File: config.mk
export PLATFORM = sky130hd
export DESIGN_NAME = InstretCounter
export DESIGN_NICKNAME = d
export VERILOG_FILES = /design/src/source/CoreTypes.sv /design/src/source/InstretCounter.sv
export VERILOG_INCLUDE_DIRS = /design/src /design/src/source
export SDC_FILE = /design/constraint.sdc
export NUM_CORES = 1
export LEC_CHECK = 0
export ABC_AREA = 1
export BUFFER_PORTS_ARGS = -buffer_cell sky130_fd_sc_hd__buf_2
export CORE_MARGIN = 1
export CORE_UTILIZATION = 40
export DETAILED_ROUTE_END_ITERATION = 6
export HOLD_SLACK_MARGIN = 0.02
export PLACE_DENSITY_LB_ADDON = 0.3
export SLEW_MARGIN = 20
export SYNTH_ARGS = -nofsm -noshare
export SYNTH_HDL_FRONTEND = slang
export SYNTH_SLANG_ARGS = --single-unit
File: constraint.sdc
create_clock -name clk -period 2.98 [get_ports clk]
set_input_delay 0.596 -clock clk [delete_from_list [all_inputs] [get_ports clk]]
set_output_delay 0.596 -clock clk [all_outputs]
set_load 0.01 [all_outputs]
File: src/source/core_defs.svh
`ifndef CORE_DEFS_SVH
`define CORE_DEFS_SVH

// Data and address width
`define XLEN 32

// Word-address widths of the two memories, 256 words each
`define IMEM_AW 8
`define DMEM_AW 8

// PC after reset and after every start
`define RESET_PC 32'h0000_0000

`endif

File: src/source/CoreTypes.sv
`default_nettype none

`include "core_defs.svh"

package CoreTypes;

    typedef logic [`XLEN-1:0] Word;             // Data or instruction word
    typedef logic [4:0]       RegAddr;          // Register index x0..x31

    typedef enum logic [4:0] {
        AluOp_ADD     = 5'd0,
        AluOp_SUB     = 5'd1,
        AluOp_AND     = 5'd2,
        AluOp_OR      = 5'd3,
        AluOp_XOR     = 5'd4,
        AluOp_SLL     = 5'd5,
        AluOp_SLT     = 5'd6,
        AluOp_SLTU    = 5'd7,
        AluOp_PASSB   = 5'd8,                   // Forward operand B (LUI)
        AluOp_Unknown = 5'd31                   // Result is zero
    } AluOp;

    // Write-back select: 2'b00 ALU result, 2'b01 data memory word, 2'b10 PC+4
    // Next-PC select: 2'b00 PC+4, 2'b01 PC+offset, 2'b10 register+offset

    typedef enum logic [1:0] {
        RS_IDLE,                                // Waiting for start
        RS_RUN,                                 // One instruction per cycle
        RS_HALTED                               // Stopped on an illegal word
    } RunState;

endpackage

`default_nettype wire

File: src/source/InstretCounter.sv
`timescale 1ns/1ps
`default_nettype none

module InstretCounter import CoreTypes::*; (
    input  logic clk,
    input  logic i_rst,
    input  logic i_Clear,        // Start of a new run
    input  logic i_Increment,    // One instruction retired
    output Word  o_Count);

    always_ff @(posedge clk) begin
        if (i_rst || i_Clear)
            o_Count <= '0;
        else if (i_Increment)
            o_Count <= o_Count + 32'd1;   // Wraps at 32 bits
    end

endmodule

`default_nettype wire

==> results_dict.tcl <==
set metrics [dict create \
    top_layer "met4" \
    ios 36 \
    fin_tns_setup_ns 0 \
    synth_area_leaders "dfxtp_1 (36%), nand2_1 (15%), nor2_1 (10%)" \
    multi_input_area_sq_um 998 \
    slew_headroom_pct 77.8 \
    synth_most_common_cell "nand2_1" \
    worstPathArrival_ns 0.96 \
    synth_compound_area_share_pct 8.07 \
    finalWorstPathRequiredPeriod_ns 1.55 \
    p_leak_nw 0.893 \
    synth_cell_type_count 23 \
    synth_top_family_by_area "simple AND/OR/NAND/NOR gates" \
    timing.final.hold_violations 0 \
    run_status "complete, no violations" \
    ys_seq_elements 32 \
    yosysTopAreaCell "dfxtp_1" \
    worstPathMaxFanout 7 \
    netlist_area_sq_mm 0.00180 \
    worst-setup-path-type "reg2out" \
    synth-simple-area-share_pct 46.3 \
    setup_viol 0 \
    met1_length_um 2080 \
    ir_drop_mv 0.200 \
    initial_core_util_pct 41.6 \
    num_rows 24 \
    timing.final.ws_setup_ns 1.43 \
    async_flop_share_pct 0 \
    drv_cap 0 \
    cp_cell_sequence "buf_2" \
    hpwlAfterDp_um 3060 \
    grtUsageTotal_pct 18.6 \
    final_cells 370 \
    power_density_mw_per_mm2 380 \
    path_buf_inv 1 \
    synth_edf_count 0 \
    wl_met2_um 1810 \
    post-cts-setup-buffers 0 \
    largestRegisters "o_Count (32)" \
    drt_first_pass_iters 4 \
    synth_xor_area_share_pct 0.487 \
    period_share_pct 52.1 \
    netlist_instances 276 \
    power_uw 809 \
    ant_nets 0 \
    worst_setup_path_end_kind "primary output" \
    slew_violations 0 \
    met3WireLength_um 200 \
    max_freq_ghz 0.644 \
    grt_max_degree 29 \
    drt_iter0_drc 114 \
    clockBufferDepth 2 \
    synthFlopType "dfxtp_1" \
    clock_latency_ns 0.29 \
    register_area_sq_um 641 \
    htree_levels 2 \
    startpoint_type "register" \
    grt_overflow 0 \
    diodes 0 \
    grt_pass1_vias 1544 \
    die_w_um 69.0 \
    root_buffer "clkbuf_8" \
    critPathTopFamily "flip-flops" \
    hold_class "reg2reg" \
    regMostFlops "o_Count" \
    ctsHoldBuffers 0 \
    synth.top_cells.by_count "nand2_1 (70), nor2_1 (49), inv_1 (39)" \
    ctsResizeCount 0 \
    nNetsFinal 322 \
    preCtsSetupSlack_ns 1.36 \
    grt_pass1_wl_um 7110 \
    cts_buffers 5 \
    antenna_found_initial 0 \
    tritoncts "built" \
    core_sq_mm 0.00432 \
    die_y_um 69.0 \
    muxShareOfSynthArea_pct 0 \
    finClkSkew_ns 0.00286 \
    drt_wl_total_um 4160 \
    clk_pin_slew_ns 0.07 \
    crit_path_max_incr_delay_ns 0.48 \
    synthDominantCellAreaShare_pct 35.6 \
    vias 1771 \
    remaining_drc_errors 0 \
    fill_cells 465 \
    tightest_slew_ns 0.333 \
    die_area_sq_mm 0.00477 \
    fin_area_sq_mm 0.00213 \
    area_delta_synth_final_pct 18.3 \
    yosys_warnings 0 \
    yosysSeqAreaShare_pct 35.6 \
    worst-endpoint-required_ns 2.38 \
    dpl.cell_count 362 \
    avgSynthCellArea_sq_um 6.51 \
    viasPerCell 4.79 \
    synth_fa_ha_area_share_pct 0.696 \
    synth_nets 281 \
    gp_congestion 0.835 \
    slowest_stage "dfxtp_1" \
    largest_reg_flops 32 \
    clock_sink_count 32 \
    dpl-instance-area_sq_mm 0.00204 \
    io_buffer_count 35 \
    grt_setup_unrepaired "no" \
    wl_per_cell_um 11.2 \
    layout-drive-gt1-share_pct 19.8 \
]
-- power by group --
group	switching, mW	leakage, nW	internal [mW]
logic	0.0159	0.590	0.00799
clock network	0.167	0.0455	0.188
registers	0.00113	0.258	0.428
total	0.184	0.893	0.625
-- metal layers --
| layer | vias up | GRT usage [%] |
|---|---|---|
| met5 | - | 0 |
| met4 | 0 | 7.94 |
| met3 | 5 | 5.12 |
| met2 | 36 | 26.8 |
| met1 | 783 | 26.0 |
| li1 | 947 | - |
-- logic make-up after synthesis --
| group | count (synthesis) |
|---|---|
| compound gates | 28 |
| xor+xnor | 1 |
| fa+ha+maj | 1 |
| buf+inv | 42 |
| flops | 32 |
| simple gates | 172 |
-- cell usage in the layout, fill, tap and decap left out, drive strengths merged --
cell	count
nand2	75
nor2	61
inv	40
buf	36
dfxtp	32
a21oi	19
nand3	19
nand4	12
clkbuf	8
o21ai	7
nor3b	2
o21a	2
nor3	2
xnor2	1
and3	1
ha	1
-- final cells by class --
type                       instances  area share (%)
clock buffer                       8            4.24
inverter                          40            7.06
multi-input combinational        202            46.9
sequential                        32            30.1
tap                               52            3.06
timing repair buffer              36            8.59
-- final timing paths --
check,endpoint,cells after the start,start,slack [ns]
hold reg to reg,o_Count[5],2,o_Count[5],0.52
hold / removal,o_Count[5],2,o_Count[5],0.52
setup reg to reg,o_Count[30],9,o_Count[0],1.43
setup / recovery,o_Count[22],1,o_Count[22],1.43
-- through the flow --
| stage | util [%] | hold WS [ns] |
|---|---|---|
| final | 49.2 | 0.520 |
| after global routing | 49.2 | 0.545 |
| after CTS | 49.2 | 0.520 |
| after detailed placement | 47.1 | 0.506 |
| after global placement | 47.1 | 0.495 |
| after floorplan | - | 0.507 |
(Power assumes the default switching activity.)
