===== src/source/core_defs.svh =====
`ifndef CORE_DEFS_SVH
`define CORE_DEFS_SVH

// Data and address width
`define XLEN 32

// Word-address widths of the two memories, 256 words each
`define IMEM_AW 8
`define DMEM_AW 8

// PC after reset and after every start
`define RESET_PC 32'h0000_0000

`endif


===== src/source/CoreTypes.sv =====
`default_nettype none

`include "core_defs.svh"

package CoreTypes;

    typedef logic [`XLEN-1:0] Word;             // Data or instruction word
    typedef logic [4:0]       RegAddr;          // Register index x0..x31

    typedef enum logic [4:0] {
        AluOp_ADD     = 5'd0,
        AluOp_SUB     = 5'd1,
        AluOp_AND     = 5'd2,
        AluOp_OR      = 5'd3,
        AluOp_XOR     = 5'd4,
        AluOp_SLL     = 5'd5,
        AluOp_SLT     = 5'd6,
        AluOp_SLTU    = 5'd7,
        AluOp_PASSB   = 5'd8,                   // Forward operand B (LUI)
        AluOp_Unknown = 5'd31                   // Result is zero
    } AluOp;

    // Write-back select: 2'b00 ALU result, 2'b01 data memory word, 2'b10 PC+4
    // Next-PC select: 2'b00 PC+4, 2'b01 PC+offset, 2'b10 register+offset

    typedef enum logic [1:0] {
        RS_IDLE,                                // Waiting for start
        RS_RUN,                                 // One instruction per cycle
        RS_HALTED                               // Stopped on an illegal word
    } RunState;

endpackage

`default_nettype wire


===== src/source/RunControl.sv =====
`timescale 1ns/1ps
`default_nettype none

module RunControl import CoreTypes::*; (
    input  logic clk,
    input  logic i_rst,
    input  logic i_Start,        // Single-cycle pulse
    input  logic i_Illegal,      // From the decoder
    output logic o_Commit,       // Current instruction retires at next edge
    output logic o_ClearCount,   // Restart PC and counter
    output logic o_Running,
    output logic o_Halted);

    RunState state, stateNext;

    always_comb begin
        stateNext = state;
        case (state)
            RS_RUN: begin
                if (i_Illegal)
                    stateNext = RS_HALTED;
            end
            default: begin               // Idle or halted
                if (i_Start)
                    stateNext = RS_RUN;
            end
        endcase
    end

    always_ff @(posedge clk) begin
        if (i_rst)
            state <= RS_IDLE;
        else
            state <= stateNext;
    end

    assign o_Running    = state == RS_RUN;
    assign o_Halted     = state == RS_HALTED;
    assign o_Commit     = o_Running && !i_Illegal;   // Illegal word writes nothing
    assign o_ClearCount = i_Start && !o_Running;     // Start ignored while running

endmodule

`default_nettype wire


===== config.mk =====
export PLATFORM = sky130hd
export DESIGN_NAME = RunControl
export DESIGN_NICKNAME = d
export VERILOG_FILES = /design/src/source/CoreTypes.sv /design/src/source/RunControl.sv
export VERILOG_INCLUDE_DIRS = /design/src /design/src/source
export SDC_FILE = /design/constraint.sdc
export NUM_CORES = 1
export LEC_CHECK = 0
export BUFFER_PORTS_ARGS = -buffer_cell sky130_fd_sc_hd__buf_2
export CAP_MARGIN = 10
export CORE_AREA = 2 2 39 41
export CTS_BUF_LIST = sky130_fd_sc_hd__clkbuf_8
export CTS_CLUSTER_SIZE = 14
export DETAILED_ROUTE_END_ITERATION = 10
export DIE_AREA = 0 0 41 43
export GPL_ROUTABILITY_DRIVEN = 0
export PLACE_DENSITY = 0.3
export SLEW_MARGIN = 20
export SYNTH_ARGS = -nofsm -noshare
export SYNTH_HDL_FRONTEND = slang
export SYNTH_SLANG_ARGS = --single-unit
export TNS_END_PERCENT = 50

===== constraint.sdc =====
create_clock -name clk -period 0.9 [get_ports clk]
set_input_delay 0.09 -clock clk [delete_from_list [all_inputs] [get_ports clk]]
set_output_delay 0.09 -clock clk [all_outputs]
set_load 0.03 [all_outputs]

==> flow_metrics.py <==
metrics = {
    "run_status": {
        "status": "finished, violations left",
        "violations": "setup timing",
    },
    "floorplan": {
        "rows": 14,
        "start_util_pct": 7.505,
        "core_mm2": 0.001384,
        "die_h_um": 43,
        "dieArea_mm2": 0.001763,
        "pin_count": 8,
        "die_w_um": 41,
    },
    "routing": {
        "route.detailed.drc": 0,
        "drt_first_iter_violations": 3,
        "routed.top_layer": "met3",
        "wl_met2_um": 155,
        "drt_pass1_iterations": 2,
        "routed_wl_um": 341,
        "vias": 129,
        "antenna_left": 0,
        "routed-wl-met3_um": 41,
        "via_per_inst": 3.308,
        "routedWlPerCell_um": 8.744,
        "met1_length_um": 144,
    },
    "clock_tree": {
        "cts_inserted_buffers": 3,
        "tritoncts_num_sinks": 2,
        "h-tree-depth": 1,
        "cts.clk_slew.worst_paths_ns": 0.03,
        "insertion_delay_ns": 0.21,
        "holdBufCountCts": 0,
        "cts_tree": "done",
        "clk_path_buf_depth": 2,
        "root_buffer": "clkbuf_8",
    },
    "yosys": {
        "ys_seq_elements": 2,
        "syn_inst": 12,
        "yosysWarnings": 0,
        "synth_cell_types": 10,
        "syn_nets": 16,
        "avgSynthCellArea_um2": 8.654,
        "synth_seq_area_share_pct": 38.55,
        "syn-cell-area_um2": 103.9,
    },
    "power": {
        "comb_power_share_pct": 18.5,
        "pwr_density_cell_mw_per_mm2": 2171,
        "p_int_w": 0.0004282,
        "max-vdd-ir-drop_v": 0.0004764,
        "switchingPower_w": 0.0001260,
        "swShare_pct": 22.74,
        "clock_power_share_pct": 62.8,
        "seqPwrFrac_pct": 18.8,
        "power_leakage_nw": 0.1093,
    },
    "global_routing": {
        "grt_pass1_wl_um": 496,
        "antenna_found_initial": 0,
        "grtUsageTotal_pct": 5.005,
        "globalRouteOverflowTotal": 0,
        "grt_pass1_vias": 136,
        "grt_start_max_net_pins": 5,
    },
    "place": {
        "io_buffers": 7,
        "dp_hpwl_um": 233.4,
        "dp.cells": 36,
    },
    "critical_path": {
        "path_cells": "nand2b_4 -> and2_4 -> buf_6",
        "endpoint_kind": "output pin",
        "critPathMaxStageDelay_ns": 0.30,
        "worst-endpoint-arrival_ns": 0.92,
        "required_ns": 0.81,
        "path_max_fanout": 3,
        "critPathKind": "reg -> out",
        "crit_slowest_cell": "dfxtp_2",
        "critPathLaunchType": "flop",
    },
    "finish": {
        "finalCoreUtilization_pct": 18.44,
        "regMostFlops": "state",
        "layout_common_cells": "4 x buf_6, 3 x clkbuf_8, 3 x buf_2",
        "mostFrequentLayoutCell": "buf_6",
        "num_antenna_cells": 0,
        "synthToLayoutAreaGrowth_pct": 145.8,
        "multiInputGateArea_um2": 77.57,
        "top_regs": "state x2",
        "n_fill_cell": 158,
        "largest_reg_flops": 2,
        "drive_gt1_share_pct": 82.61,
        "nets": 29,
        "regArea_um2": 45.04,
        "layout.cells.non_filler": 39,
    },
    "sta": {
        "max-slew-margin-rel_pct": 89.39,
        "finalCritPeriodShare_pct": 112.1,
        "setup_viol": 4,
        "timing.final.max_slew_violations": 0,
        "period_minus_slack_ns": 1.009,
        "setup_ws_ns": -0.1090,
        "worstMarginPinSlew_ns": 0.1588,
        "hold-worst-slack_ns": 0.06241,
        "final_hold_viol_count": 0,
        "fin_skew_ns": 0.002046,
        "fmaxAchievable_mhz": 991.1,
        "rsz0062_at_grt": "true",
    },
    "flow_run": {
        "cap_violations": 0,
    },
    "hold_path": {
        "hold_path.class": "in -> reg",
    },
}
## per-layer routing
layer / track usage [%] / vias to the layer above
li1: - / 61
met1: 5.096 / 60
met2: 5.000 / 8
met3: 3.141 / 0
met4: 8.000 / 0
met5: 0 / -
## worst max-delay path: cells and delay by family (launching register included)
kind                   cells  cell delay [ns]
AND/OR/NAND/NOR            2             0.28
buffers and inverters      1             0.13
flip-flops                 1             0.30
## power groups by stage
stage / combinational, W / sequential [W] / clock (W)
6_report: 0.000102 / 0.000104 / 0.000348
5_1_grt: 0.000110 / 0.000105 / 0.000368
4_1_cts: 0.0000982 / 0.000103 / 0.000363
3_5_place_dp: 0.0000771 / 0.000101 / 0
3_3_place_gp: 0.0000752 / 0.000101 / 0
2_1_floorplan: 0.0000489 / 0.000101 / 0
## stage by stage
stage	power, W	area [um2]	worst slack [ns]	setup TNS (ns)
3_5_place_dp	0.0001786	168.9	0.003812	0
2_1_floorplan	0.0001499	106.4	0.02046	0
4_1_cts	0.0005640	241.5	-0.1147	-0.3426
6_report	0.0005542	255.2	-0.1090	-0.2967
3_3_place_gp	0.0001763	168.9	0.008276	0
5_1_grt	0.0005833	255.2	-0.1481	-0.4688
## repair_timing
| action | 4_1_cts | 5_1_grt |
|---|---|---|
| endpoints found under the setup margin | 4 | 4 |
| pin swaps | 1 | 0 |
| gates resized for setup | 11 | 3 |
| buffers inserted | 0 | 0 |
## final cells by class
| type | count | area share (%) |
|---|---|---|
| Clock buffer | 3 | 16.18 |
| Sequential cell | 2 | 17.65 |
| Timing Repair Buffer | 8 | 26.47 |
| Multi-Input combinational cell | 9 | 30.39 |
| Tap cell | 16 | 7.843 |
| Inverter | 1 | 1.471 |
## cell families (layout without fill, tap and decap cells)
| logic type | after synthesis | in the layout | share of synthesized area (%) |
|---|---|---|---|
| simple gates | 7 | 7 | 40.98 |
| compound gates | 2 | 2 | 16.86 |
| flops | 2 | 2 | 38.56 |
| buf+inv | 1 | 12 | 3.611 |
## synthesized netlist by cell type
master	number	area share [%]
nand2b_2	1	8.4
nand3b_1	1	7.2
inv_2	1	3.6
a21oi_1	1	4.8
nor2_1	2	7.2
a211oi_2	1	12
nand2b_1	1	6.0
nor2b_1	1	6.0
and2_1	1	6.0
dfxtp_1	2	39
## path summary, 6_finish.rpt
kind	depth (start not counted)	start	endpoint	slack (ns)
setup / recovery	3	state[1]	o_ClearCount	-0.11
hold / removal	2	i_rst	state[0]	0.06
setup reg to reg	3	state[1]	state[1]	0.11
hold reg to reg	2	state[0]	state[1]	0.54
(Power assumes the default switching activity.)
