$ cat src/source/core_defs.svh
`ifndef CORE_DEFS_SVH
`define CORE_DEFS_SVH

// Data and address width
`define XLEN 32

// Word-address widths of the two memories, 256 words each
`define IMEM_AW 8
`define DMEM_AW 8

// PC after reset and after every start
`define RESET_PC 32'h0000_0000

`endif

$ cat src/source/CoreTypes.sv
`default_nettype none

`include "core_defs.svh"

package CoreTypes;

    typedef logic [`XLEN-1:0] Word;             // Data or instruction word
    typedef logic [4:0]       RegAddr;          // Register index x0..x31

    typedef enum logic [4:0] {
        AluOp_ADD     = 5'd0,
        AluOp_SUB     = 5'd1,
        AluOp_AND     = 5'd2,
        AluOp_OR      = 5'd3,
        AluOp_XOR     = 5'd4,
        AluOp_SLL     = 5'd5,
        AluOp_SLT     = 5'd6,
        AluOp_SLTU    = 5'd7,
        AluOp_PASSB   = 5'd8,                   // Forward operand B (LUI)
        AluOp_Unknown = 5'd31                   // Result is zero
    } AluOp;

    // Write-back select: 2'b00 ALU result, 2'b01 data memory word, 2'b10 PC+4
    // Next-PC select: 2'b00 PC+4, 2'b01 PC+offset, 2'b10 register+offset

    typedef enum logic [1:0] {
        RS_IDLE,                                // Waiting for start
        RS_RUN,                                 // One instruction per cycle
        RS_HALTED                               // Stopped on an illegal word
    } RunState;

endpackage

`default_nettype wire

$ cat src/source/DatapathController.sv
`timescale 1ns/1ps
`default_nettype none

module DatapathController import CoreTypes::*; (
    input  Word         i_Inst,            // Current instruction
    input  logic        i_IsEQ,            // rs1 == rs2
    input  logic        i_IsLT,            // rs1 < rs2, signedness from funct3
    output logic        o_MemWrEnable,     // Store to data memory
    output logic [1:0]  o_PCNextSel,       // Next PC source
    output AluOp        o_AluControl,
    output logic        o_OperandASel,     // 0 register, 1 PC
    output logic        o_OperandBSel,     // 0 register, 1 immediate
    output logic        o_RegWrEnable,
    output logic [1:0]  o_RegWrDataSel,    // Write-back source
    output logic        o_Illegal);        // Word not supported

    localparam logic [1:0] WR_ALU = 2'b00;
    localparam logic [1:0] WR_MEM = 2'b01;
    localparam logic [1:0] WR_PC4 = 2'b10;

    localparam logic [1:0] PC_PP4 = 2'b00;
    localparam logic [1:0] PC_OFS = 2'b01;
    localparam logic [1:0] PC_IND = 2'b10;

    // Control word fields, msb first
    //   OperandASel, OperandBSel, RegWrDataSel, RegWrEnable, MemWrEnable, PCNextSel, AluControl
    localparam logic [12:0] CW_ADD   = {1'b0, 1'b0, WR_ALU, 1'b1, 1'b0, PC_PP4, AluOp_ADD};
    localparam logic [12:0] CW_SUB   = {1'b0, 1'b0, WR_ALU, 1'b1, 1'b0, PC_PP4, AluOp_SUB};
    localparam logic [12:0] CW_AND   = {1'b0, 1'b0, WR_ALU, 1'b1, 1'b0, PC_PP4, AluOp_AND};
    localparam logic [12:0] CW_OR    = {1'b0, 1'b0, WR_ALU, 1'b1, 1'b0, PC_PP4, AluOp_OR};
    localparam logic [12:0] CW_XOR   = {1'b0, 1'b0, WR_ALU, 1'b1, 1'b0, PC_PP4, AluOp_XOR};
    localparam logic [12:0] CW_SLL   = {1'b0, 1'b0, WR_ALU, 1'b1, 1'b0, PC_PP4, AluOp_SLL};
    localparam logic [12:0] CW_SLT   = {1'b0, 1'b0, WR_ALU, 1'b1, 1'b0, PC_PP4, AluOp_SLT};
    localparam logic [12:0] CW_SLTU  = {1'b0, 1'b0, WR_ALU, 1'b1, 1'b0, PC_PP4, AluOp_SLTU};

    localparam logic [12:0] CW_ADDI  = {1'b0, 1'b1, WR_ALU, 1'b1, 1'b0, PC_PP4, AluOp_ADD};
    localparam logic [12:0] CW_ANDI  = {1'b0, 1'b1, WR_ALU, 1'b1, 1'b0, PC_PP4, AluOp_AND};
    localparam logic [12:0] CW_ORI   = {1'b0, 1'b1, WR_ALU, 1'b1, 1'b0, PC_PP4, AluOp_OR};
    localparam logic [12:0] CW_XORI  = {1'b0, 1'b1, WR_ALU, 1'b1, 1'b0, PC_PP4, AluOp_XOR};
    localparam logic [12:0] CW_SLTI  = {1'b0, 1'b1, WR_ALU, 1'b1, 1'b0, PC_PP4, AluOp_SLT};
    localparam logic [12:0] CW_SLTIU = {1'b0, 1'b1, WR_ALU, 1'b1, 1'b0, PC_PP4, AluOp_SLTU};

    localparam logic [12:0] CW_LUI   = {1'b0, 1'b1, WR_ALU, 1'b1, 1'b0, PC_PP4, AluOp_PASSB};
    localparam logic [12:0] CW_AUIPC = {1'b1, 1'b1, WR_ALU, 1'b1, 1'b0, PC_PP4, AluOp_ADD};

    localparam logic [12:0] CW_BR    = {1'b0, 1'b0, WR_ALU, 1'b0, 1'b0, PC_OFS, AluOp_Unknown};
    localparam logic [12:0] CW_JAL   = {1'b0, 1'b0, WR_PC4, 1'b1, 1'b0, PC_OFS, AluOp_Unknown};
    localparam logic [12:0] CW_JALR  = {1'b0, 1'b0, WR_PC4, 1'b1, 1'b0, PC_IND, AluOp_Unknown};

    localparam logic [12:0] CW_LW    = {1'b0, 1'b1, WR_MEM, 1'b1, 1'b0, PC_PP4, AluOp_ADD};
    localparam logic [12:0] CW_SW    = {1'b0, 1'b1, WR_ALU, 1'b0, 1'b1, PC_PP4, AluOp_ADD};

    logic [12:0] cw;                       // Selected control word
    logic        taken;                    // Branch or jump redirects the PC

    assign o_OperandASel  = cw[12];
    assign o_OperandBSel  = cw[11];
    assign o_RegWrDataSel = cw[10:9];
    assign o_RegWrEnable  = cw[8];
    assign o_MemWrEnable  = cw[7];
    assign o_PCNextSel    = taken ? cw[6:5] : PC_PP4;  // Not taken falls through
    assign o_AluControl   = AluOp'(cw[4:0]);

    // Branch decision from funct3, opcode and compare flags
    always_comb begin
        unique casez ({i_Inst[14:12], i_Inst[6:0], i_IsEQ, i_IsLT})
            12'b000_1100011_1_?: taken = 1'b1;     // BEQ
            12'b001_1100011_0_?: taken = 1'b1;     // BNE
            12'b100_1100011_?_1: taken = 1'b1;     // BLT
            12'b101_1100011_?_0: taken = 1'b1;     // BGE
            12'b110_1100011_?_1: taken = 1'b1;     // BLTU
            12'b111_1100011_?_0: taken = 1'b1;     // BGEU
            12'b???_1101111_?_?: taken = 1'b1;     // JAL
            12'b000_1100111_?_?: taken = 1'b1;     // JALR
            default:             taken = 1'b0;
        endcase
    end

    // Decode funct7, funct3 and opcode
    always_comb begin
        o_Illegal = 1'b0;
        unique casez ({i_Inst[31:25], i_Inst[14:12], i_Inst[6:0]})
            17'b0000000_000_0110011: cw = CW_ADD;
            17'b0100000_000_0110011: cw = CW_SUB;
            17'b0000000_111_0110011: cw = CW_AND;
            17'b0000000_110_0110011: cw = CW_OR;
            17'b0000000_100_0110011: cw = CW_XOR;
            17'b0000000_001_0110011: cw = CW_SLL;
            17'b0000000_010_0110011: cw = CW_SLT;
            17'b0000000_011_0110011: cw = CW_SLTU;
            17'b???????_000_0010011: cw = CW_ADDI;
            17'b???????_111_0010011: cw = CW_ANDI;
            17'b???????_110_0010011: cw = CW_ORI;
            17'b???????_100_0010011: cw = CW_XORI;
            17'b???????_010_0010011: cw = CW_SLTI;
            17'b???????_011_0010011: cw = CW_SLTIU;
            17'b???????_???_0110111: cw = CW_LUI;
            17'b???????_???_0010111: cw = CW_AUIPC;
            17'b???????_00?_1100011: cw = CW_BR;   // BEQ, BNE
            17'b???????_1??_1100011: cw = CW_BR;   // BLT, BGE, BLTU, BGEU
            17'b???????_???_1101111: cw = CW_JAL;
            17'b???????_000_1100111: cw = CW_JALR;
            17'b???????_010_0000011: cw = CW_LW;
            17'b???????_010_0100011: cw = CW_SW;
            default: begin                         // Shifts right, byte/half, system...
                cw        = '0;
                o_Illegal = 1'b1;
            end
        endcase
    end

endmodule

`default_nettype wire

$ cat config.mk
export PLATFORM = sky130hd
export DESIGN_NAME = DatapathController
export DESIGN_NICKNAME = d
export VERILOG_FILES = /design/src/source/CoreTypes.sv /design/src/source/DatapathController.sv
export VERILOG_INCLUDE_DIRS = /design/src /design/src/source
export SDC_FILE = /design/constraint.sdc
export NUM_CORES = 1
export LEC_CHECK = 0
export ABC_AREA = 0
export ABC_CLOCK_PERIOD_IN_PS = 1800
export CAP_MARGIN = 30
export CORE_AREA = 2 2 39 41
export DETAILED_ROUTE_END_ITERATION = 10
export DIE_AREA = 0 0 41 43
export DONT_BUFFER_PORTS = 1
export SYNTH_ARGS = -nofsm -noshare
export SYNTH_HDL_FRONTEND = slang
export SYNTH_SLANG_ARGS = --single-unit
$ cat constraint.sdc
create_clock -name vclk -period 1.8
set_input_delay 0.36 -clock vclk [all_inputs]
set_output_delay 0.36 -clock vclk [all_outputs]
set_load 0.05 [all_outputs]
==> results of run 1 <==
[where the power goes]
part / total (W) / switching [W] / internal (W)
Sequential: 0 / 0 / 0
Combinational: 0.0000884 / 0.0000477 / 0.0000407
Clock: 0 / 0 / 0
[cells by family after synthesis]
kind of cell              after synthesis  synth area share (%)
and+or+nand+nor                        44                 56.51
xor gates and xnor gates                1                 1.823
AOI/OAI and AO/OA                      24                 35.42
buffers and inverters                   8                 6.250
[placed cells by master (no fill, tap or decap), drive strengths merged]
| master | instances |
|---|---|
| and3 | 1 |
| o31a | 1 |
| or2 | 1 |
| nor3b | 1 |
| buf | 24 |
| o2111ai | 1 |
| and4b | 2 |
| nand2 | 10 |
| o21ai | 6 |
| nor2b | 3 |
| o31ai | 1 |
| clkinvlp | 1 |
| o211ai | 2 |
| xor2 | 1 |
| and4 | 1 |
| a311oi | 1 |
| a21oi | 5 |
| o21a | 1 |
| o2111a | 1 |
| a31oi | 1 |
| inv | 3 |
| nor4b | 1 |
| nor2 | 8 |
| nand4 | 3 |
| a22oi | 1 |
| a32oi | 2 |
| nor4 | 1 |
| or4 | 1 |
| nand2b | 1 |
| a221oi | 1 |
| nor3 | 4 |
| or4bb | 1 |
| nand3 | 3 |
| nor4bb | 2 |
[through the flow]
| stage | total power (W) | TNS, ns | setup WS [ns] | std cells | hold slack (ns) |
|---|---|---|---|---|---|
| floorplan | 0.00007320 | -2.327 | -0.7312 | 77 | 0.8260 |
| global placement | 0.00008392 | -1.667 | -0.3749 | 110 | 0.9185 |
| detailed placement | 0.00008529 | -1.788 | -0.4113 | 110 | 0.9206 |
| CTS | 0.00008672 | -1.662 | -0.3779 | 112 | 0.9206 |
| global route | 0.00009586 | -2.134 | -0.4812 | 113 | 0.9259 |
| finish | 0.00008842 | -1.754 | -0.3844 | 113 | 0.9187 |
[timing repair]
item | 4_1_cts | 5_1_grt
setup buffers | 2 | 1
setup endpoints to repair | 5 | 5
resized for setup | 3 | 5
pin swaps | 5 | 4
[area by class of cell]
class / instances / area (um2)
timing repair buffer: 24 / 246.5
fill: 113 / 515.5
multi-input combinational: 69 / 583.1
tap: 16 / 20.02
inverter: 4 / 18.77
[cell usage after synthesis (all sizes together), types with 2 or more instances]
cell type | n | area, um2
nand2 | 10 | 37.54
nor2 | 8 | 30.03
o21ai | 6 | 33.78
a21oi | 5 | 28.78
inv | 4 | 15.01
nor3 | 4 | 20.02
nand3 | 3 | 15.01
nand4 | 3 | 18.77
nor2b | 3 | 18.77
a32oi | 2 | 17.52
and4b | 2 | 20.02
buf | 2 | 7.510
clkbuf | 2 | 7.510
nor4bb | 2 | 20.02
o211ai | 2 | 15.01
[per-layer routing]
layer | vias to the layer above | global-route usage (%) | part of all wire (%)
met3 | 2 | 2.618 | 7.2
met5 | - | 0 | 0
met1 | 321 | 26.27 | 40
li1 | 342 | - | -
met4 | 0 | 2.000 | 1.0
met2 | 33 | 33.75 | 52
[worst max path at each step]
stage / slack (ns) / startpoint / endpoint
6_report: -0.38 / i_Inst[26] / o_AluControl[0]
5_1_grt: -0.48 / i_Inst[26] / o_AluControl[2]
4_1_cts: -0.38 / i_Inst[27] / o_AluControl[2]
3_5_place_dp: -0.41 / i_Inst[26] / o_RegWrEnable
3_3_place_gp: -0.37 / i_Inst[26] / o_AluControl[2]
2_1_floorplan: -0.73 / i_Inst[26] / o_AluControl[2]
[critical path: cells and delay by family]
family	cells	cell delay, ns
AOI/OAI and AO/OA	1	0.15
and+or+nand+nor	3	1.02
buffers and inverters	2	0.28
==> flow_summary.yaml, run 1 <==
floorplan:
  fp.dieH_um: 43
  io_pins: 48
  core-area_mm2: 0.001384
  die-area_mm2: 0.001763
  fp-row-count: 14
  die_w_um: 41
  start_util_pct: 34.72
worst_setup_path:
  max_stage_delay_ns: 0.54
  crit_path_top_delay_cell: "or4_4"
  path_class: "in2out"
  endpoint_kind: "primary output"
  required_ns: 1.44
  cp.arrival_ns: 1.82
  crit_chain: "or4_4 -> nor4b_4 -> buf_6 -> buf_4 -> o2111ai_2 -> nand3_4"
  crit_path_start_kind: "input pin"
  cp_max_fo: 6
final_layout:
  fin_nets: 133
  finish.utilization_pct: 62.75
  seq_cell_count: 0
  syn2layout_area_growth_pct: 80.73
  register_area_um2: 0
  final_area_um2: 868.3
  clkbuf_count: 0
  diodes: 0
  drive_gt1_share_pct: 47.42
status:
  status: "finished with violations"
  violations: "negative setup slack"
min_path:
  min_path_type: "in2out"
  hold_end: "o_PCNextSel[1]"
  min_from: "i_Inst[3]"
  hold_depth: 2
drt:
  drtAntennaViolNets: 0
  drt_iter0_markers: 16
  wl_per_cell_um: 15.09
  drc: 0
  num_vias: 698
  wirelength_um: 1705
  drt-pass1-iter-count: 4
  viasPerCell: 6.177
power:
  peakVddDrop_uv: 55.09
  powerDensity_mw_per_mm2: 101.8
  power_leakage_nw: 0.3272
global_route:
  antenna_found_initial: 0
  grt_pass1_vias: 636
  grt_overflow: 0
  grt.total_usage_pct: 19.88
  grt_pass1_wl_um: 2608
  grt_max_degree: 15
sta:
  tightest_slew_ns: 0.4501
  rsz0062_at_grt: "true"
  post-route-period-util_pct: 121.4
  fin_ws_ns: -0.3844
  hold_viol_final: 0
  finalCriticalPeriod_ns: 2.184
  setup_viol: 5
  fmaxAchievable_mhz: 457.8
  slew_viol_final: 0
  slew_headroom_pct: 69.74
logic_synthesis:
  synth.distinct_cells: 36
  syn_inst: 77
  yosys_warnings: 0
  netlist_area_um2: 480.5
  synth_nets: 111
  syn_avg_cell_area_um2: 6.240
  yosysSeqAreaShare_pct: 0
cts:
  postCtsHoldBufs: 0
place:
  post-dp-hpwl_um: 1316
  io_buffers: 0
  placed_area_um2: 798.3
  gp_congestion: 0.8597
job:
  drv_cap: 0
No activity file was read; power rests on OpenSTA's default activity.
==> run 2: changes to the inputs <==
--- a/config.mk
+++ b/config.mk
@@ -9,10 +9,11 @@
 export ABC_AREA = 0
 export ABC_CLOCK_PERIOD_IN_PS = 1800
 export CAP_MARGIN = 30
-export CORE_AREA = 2 2 39 41
+export CORE_MARGIN = 2
+export CORE_UTILIZATION = 36
 export DETAILED_ROUTE_END_ITERATION = 10
-export DIE_AREA = 0 0 41 43
 export DONT_BUFFER_PORTS = 1
+export PLACE_DENSITY = 0.55
 export SYNTH_ARGS = -nofsm -noshare
 export SYNTH_HDL_FRONTEND = slang
 export SYNTH_SLANG_ARGS = --single-unit
==> run 2 against run 1 <==
Net effect: die area shrank 6.8%; non-clock buffer count fell by 3; via count increased by 0.57%; worst hold slack improved by 0.0013 ns; the run still ends with negative setup slack left; utilization is 3.9 points higher; count of clock-buffer cells in the layout unchanged; maximum frequency up 0.90%; wire length grew 1.1%.
==> flow_summary.yaml, run 2 (synthesis gave the netlist of run 1 again) <==
sta:
  rsz0062_at_grt: "true"
  post-route-period-util_pct: 120.3
  tightest_slew_ns: 0.4559
  slew_headroom_pct: 69.35
  whs_ns: 0.9200
  hold_viol_final: 0
  slew_viol_final: 0
  setup_viol: 5
  finalCriticalPeriod_ns: 2.165
  fmaxAchievable_mhz: 461.9
  fin_ws_ns: -0.3649
drt:
  dr_wl_met3_um: 107
  num_vias: 702
  top_layer: "met4"
  wl_met2_um: 859
  wirelength_um: 1723
  m1WireLength_um: 742
  viasPerCell: 6.440
  drc: 0
  wl_per_cell_um: 15.81
  drt-pass1-iter-count: 4
  drtAntennaViolNets: 0
  drt_iter0_markers: 19
floorplan:
  fp.dieH_um: 40.53
  die_w_um: 40.53
  io_pins: 48
  core-area_mm2: 0.001269
  die-area_mm2: 0.001643
  fp-row-count: 13
  start_util_pct: 37.87
final_layout:
  fin_cells: 109
  diodes: 0
  fill_cells: 108
  seq_cell_count: 0
  drive_gt1_share_pct: 45.74
  clkbuf_count: 0
  final_cell_mix: "buf_4, nand2_1, nor2_1, buf_12"
  fin_nets: 130
  syn2layout_area_growth_pct: 76.04
  register_area_um2: 0
  layout_commonest_cell: "buf_4"
global_route:
  grt_max_degree: 15
  grt.total_usage_pct: 23.87
  antenna_found_initial: 0
  grt_pass1_vias: 626
  grt_overflow: 0
  grt_pass1_wl_um: 2753
place:
  io_buffers: 0
  post-dp-hpwl_um: 1342
  gp_congestion: 0.8607
  dp_cells: 108
worst_setup_path:
  cp.arrival_ns: 1.80
  max_stage_delay_ns: 0.54
  required_ns: 1.44
  crit_family: "simple AND/OR/NAND/NOR gates"
  critPathBufInv: 2
  endpoint_kind: "primary output"
  crit_path_top_delay_cell: "or4_4"
  crit_path_start_kind: "input pin"
  path_class: "in2out"
  cp_max_fo: 6
  crit_chain: "or4_4 -> nor4b_4 -> buf_6 -> nand3_2 -> o211ai_1 -> buf_4"
cts:
  postCtsHoldBufs: 0
job:
  drv_cap: 0
status:
  violations: "negative setup slack"
  status: "finished with violations"
power:
  powerDensity_mw_per_mm2: 105.6
  peakVddDrop_uv: 54.68
  power_leakage_nw: 0.3111
min_path:
  min_path_type: "in2out"
==> run 2: metrics by stage <==
stage | worst slack, ns | power [W] | area [um2] | setup TNS (ns) | util [%]
floorplan | -0.7312 | 0.00007320 | 573.1 | -2.327 | -
global placement | -0.3780 | 0.00008453 | 789.5 | -1.670 | 62.23
detailed placement | -0.4787 | 0.00008597 | 789.5 | -1.943 | 62.23
CTS | -0.3639 | 0.00008902 | 845.8 | -1.559 | 66.67
global route | -0.4372 | 0.00009711 | 845.8 | -1.902 | 66.67
finish | -0.3649 | 0.00008936 | 845.8 | -1.498 | 66.67
==> run 2: power breakdown <==
group / switching [W] / internal, W
Combinational: 0.0000486 / 0.0000407
Sequential: 0 / 0
Clock: 0 / 0
==> run 2: layout make-up <==
| cell class | instances | area [um2] | area share, % |
|---|---|---|---|
| Inverter | 4 | 18.77 | 2.219 |
| Tap cell | 15 | 18.77 | 2.219 |
| Multi-Input combinational cell | 69 | 580.6 | 68.64 |
| Timing Repair Buffer | 21 | 227.7 | 26.92 |
==> run 2: metal layers <==
metal	up-vias	global-route usage, %
li1	334	-
met1	338	31.41
met2	28	40.87
met3	2	3.333
met4	0	4.167
met5	-	0
==> run 2: path summary, 6_finish.rpt <==
check	from	endpoint	cells past startpoint
worst max-delay path	i_Inst[26]	o_AluControl[2]	6
worst min-delay path	i_Inst[3]	o_PCNextSel[1]	2
==> run 2: timing repair <==
item / CTS / global route
buffers inserted: 1 / 0
pin swaps: 3 / 1
endpoints found under the setup margin: 5 / 5
gates resized for setup: 9 / 0
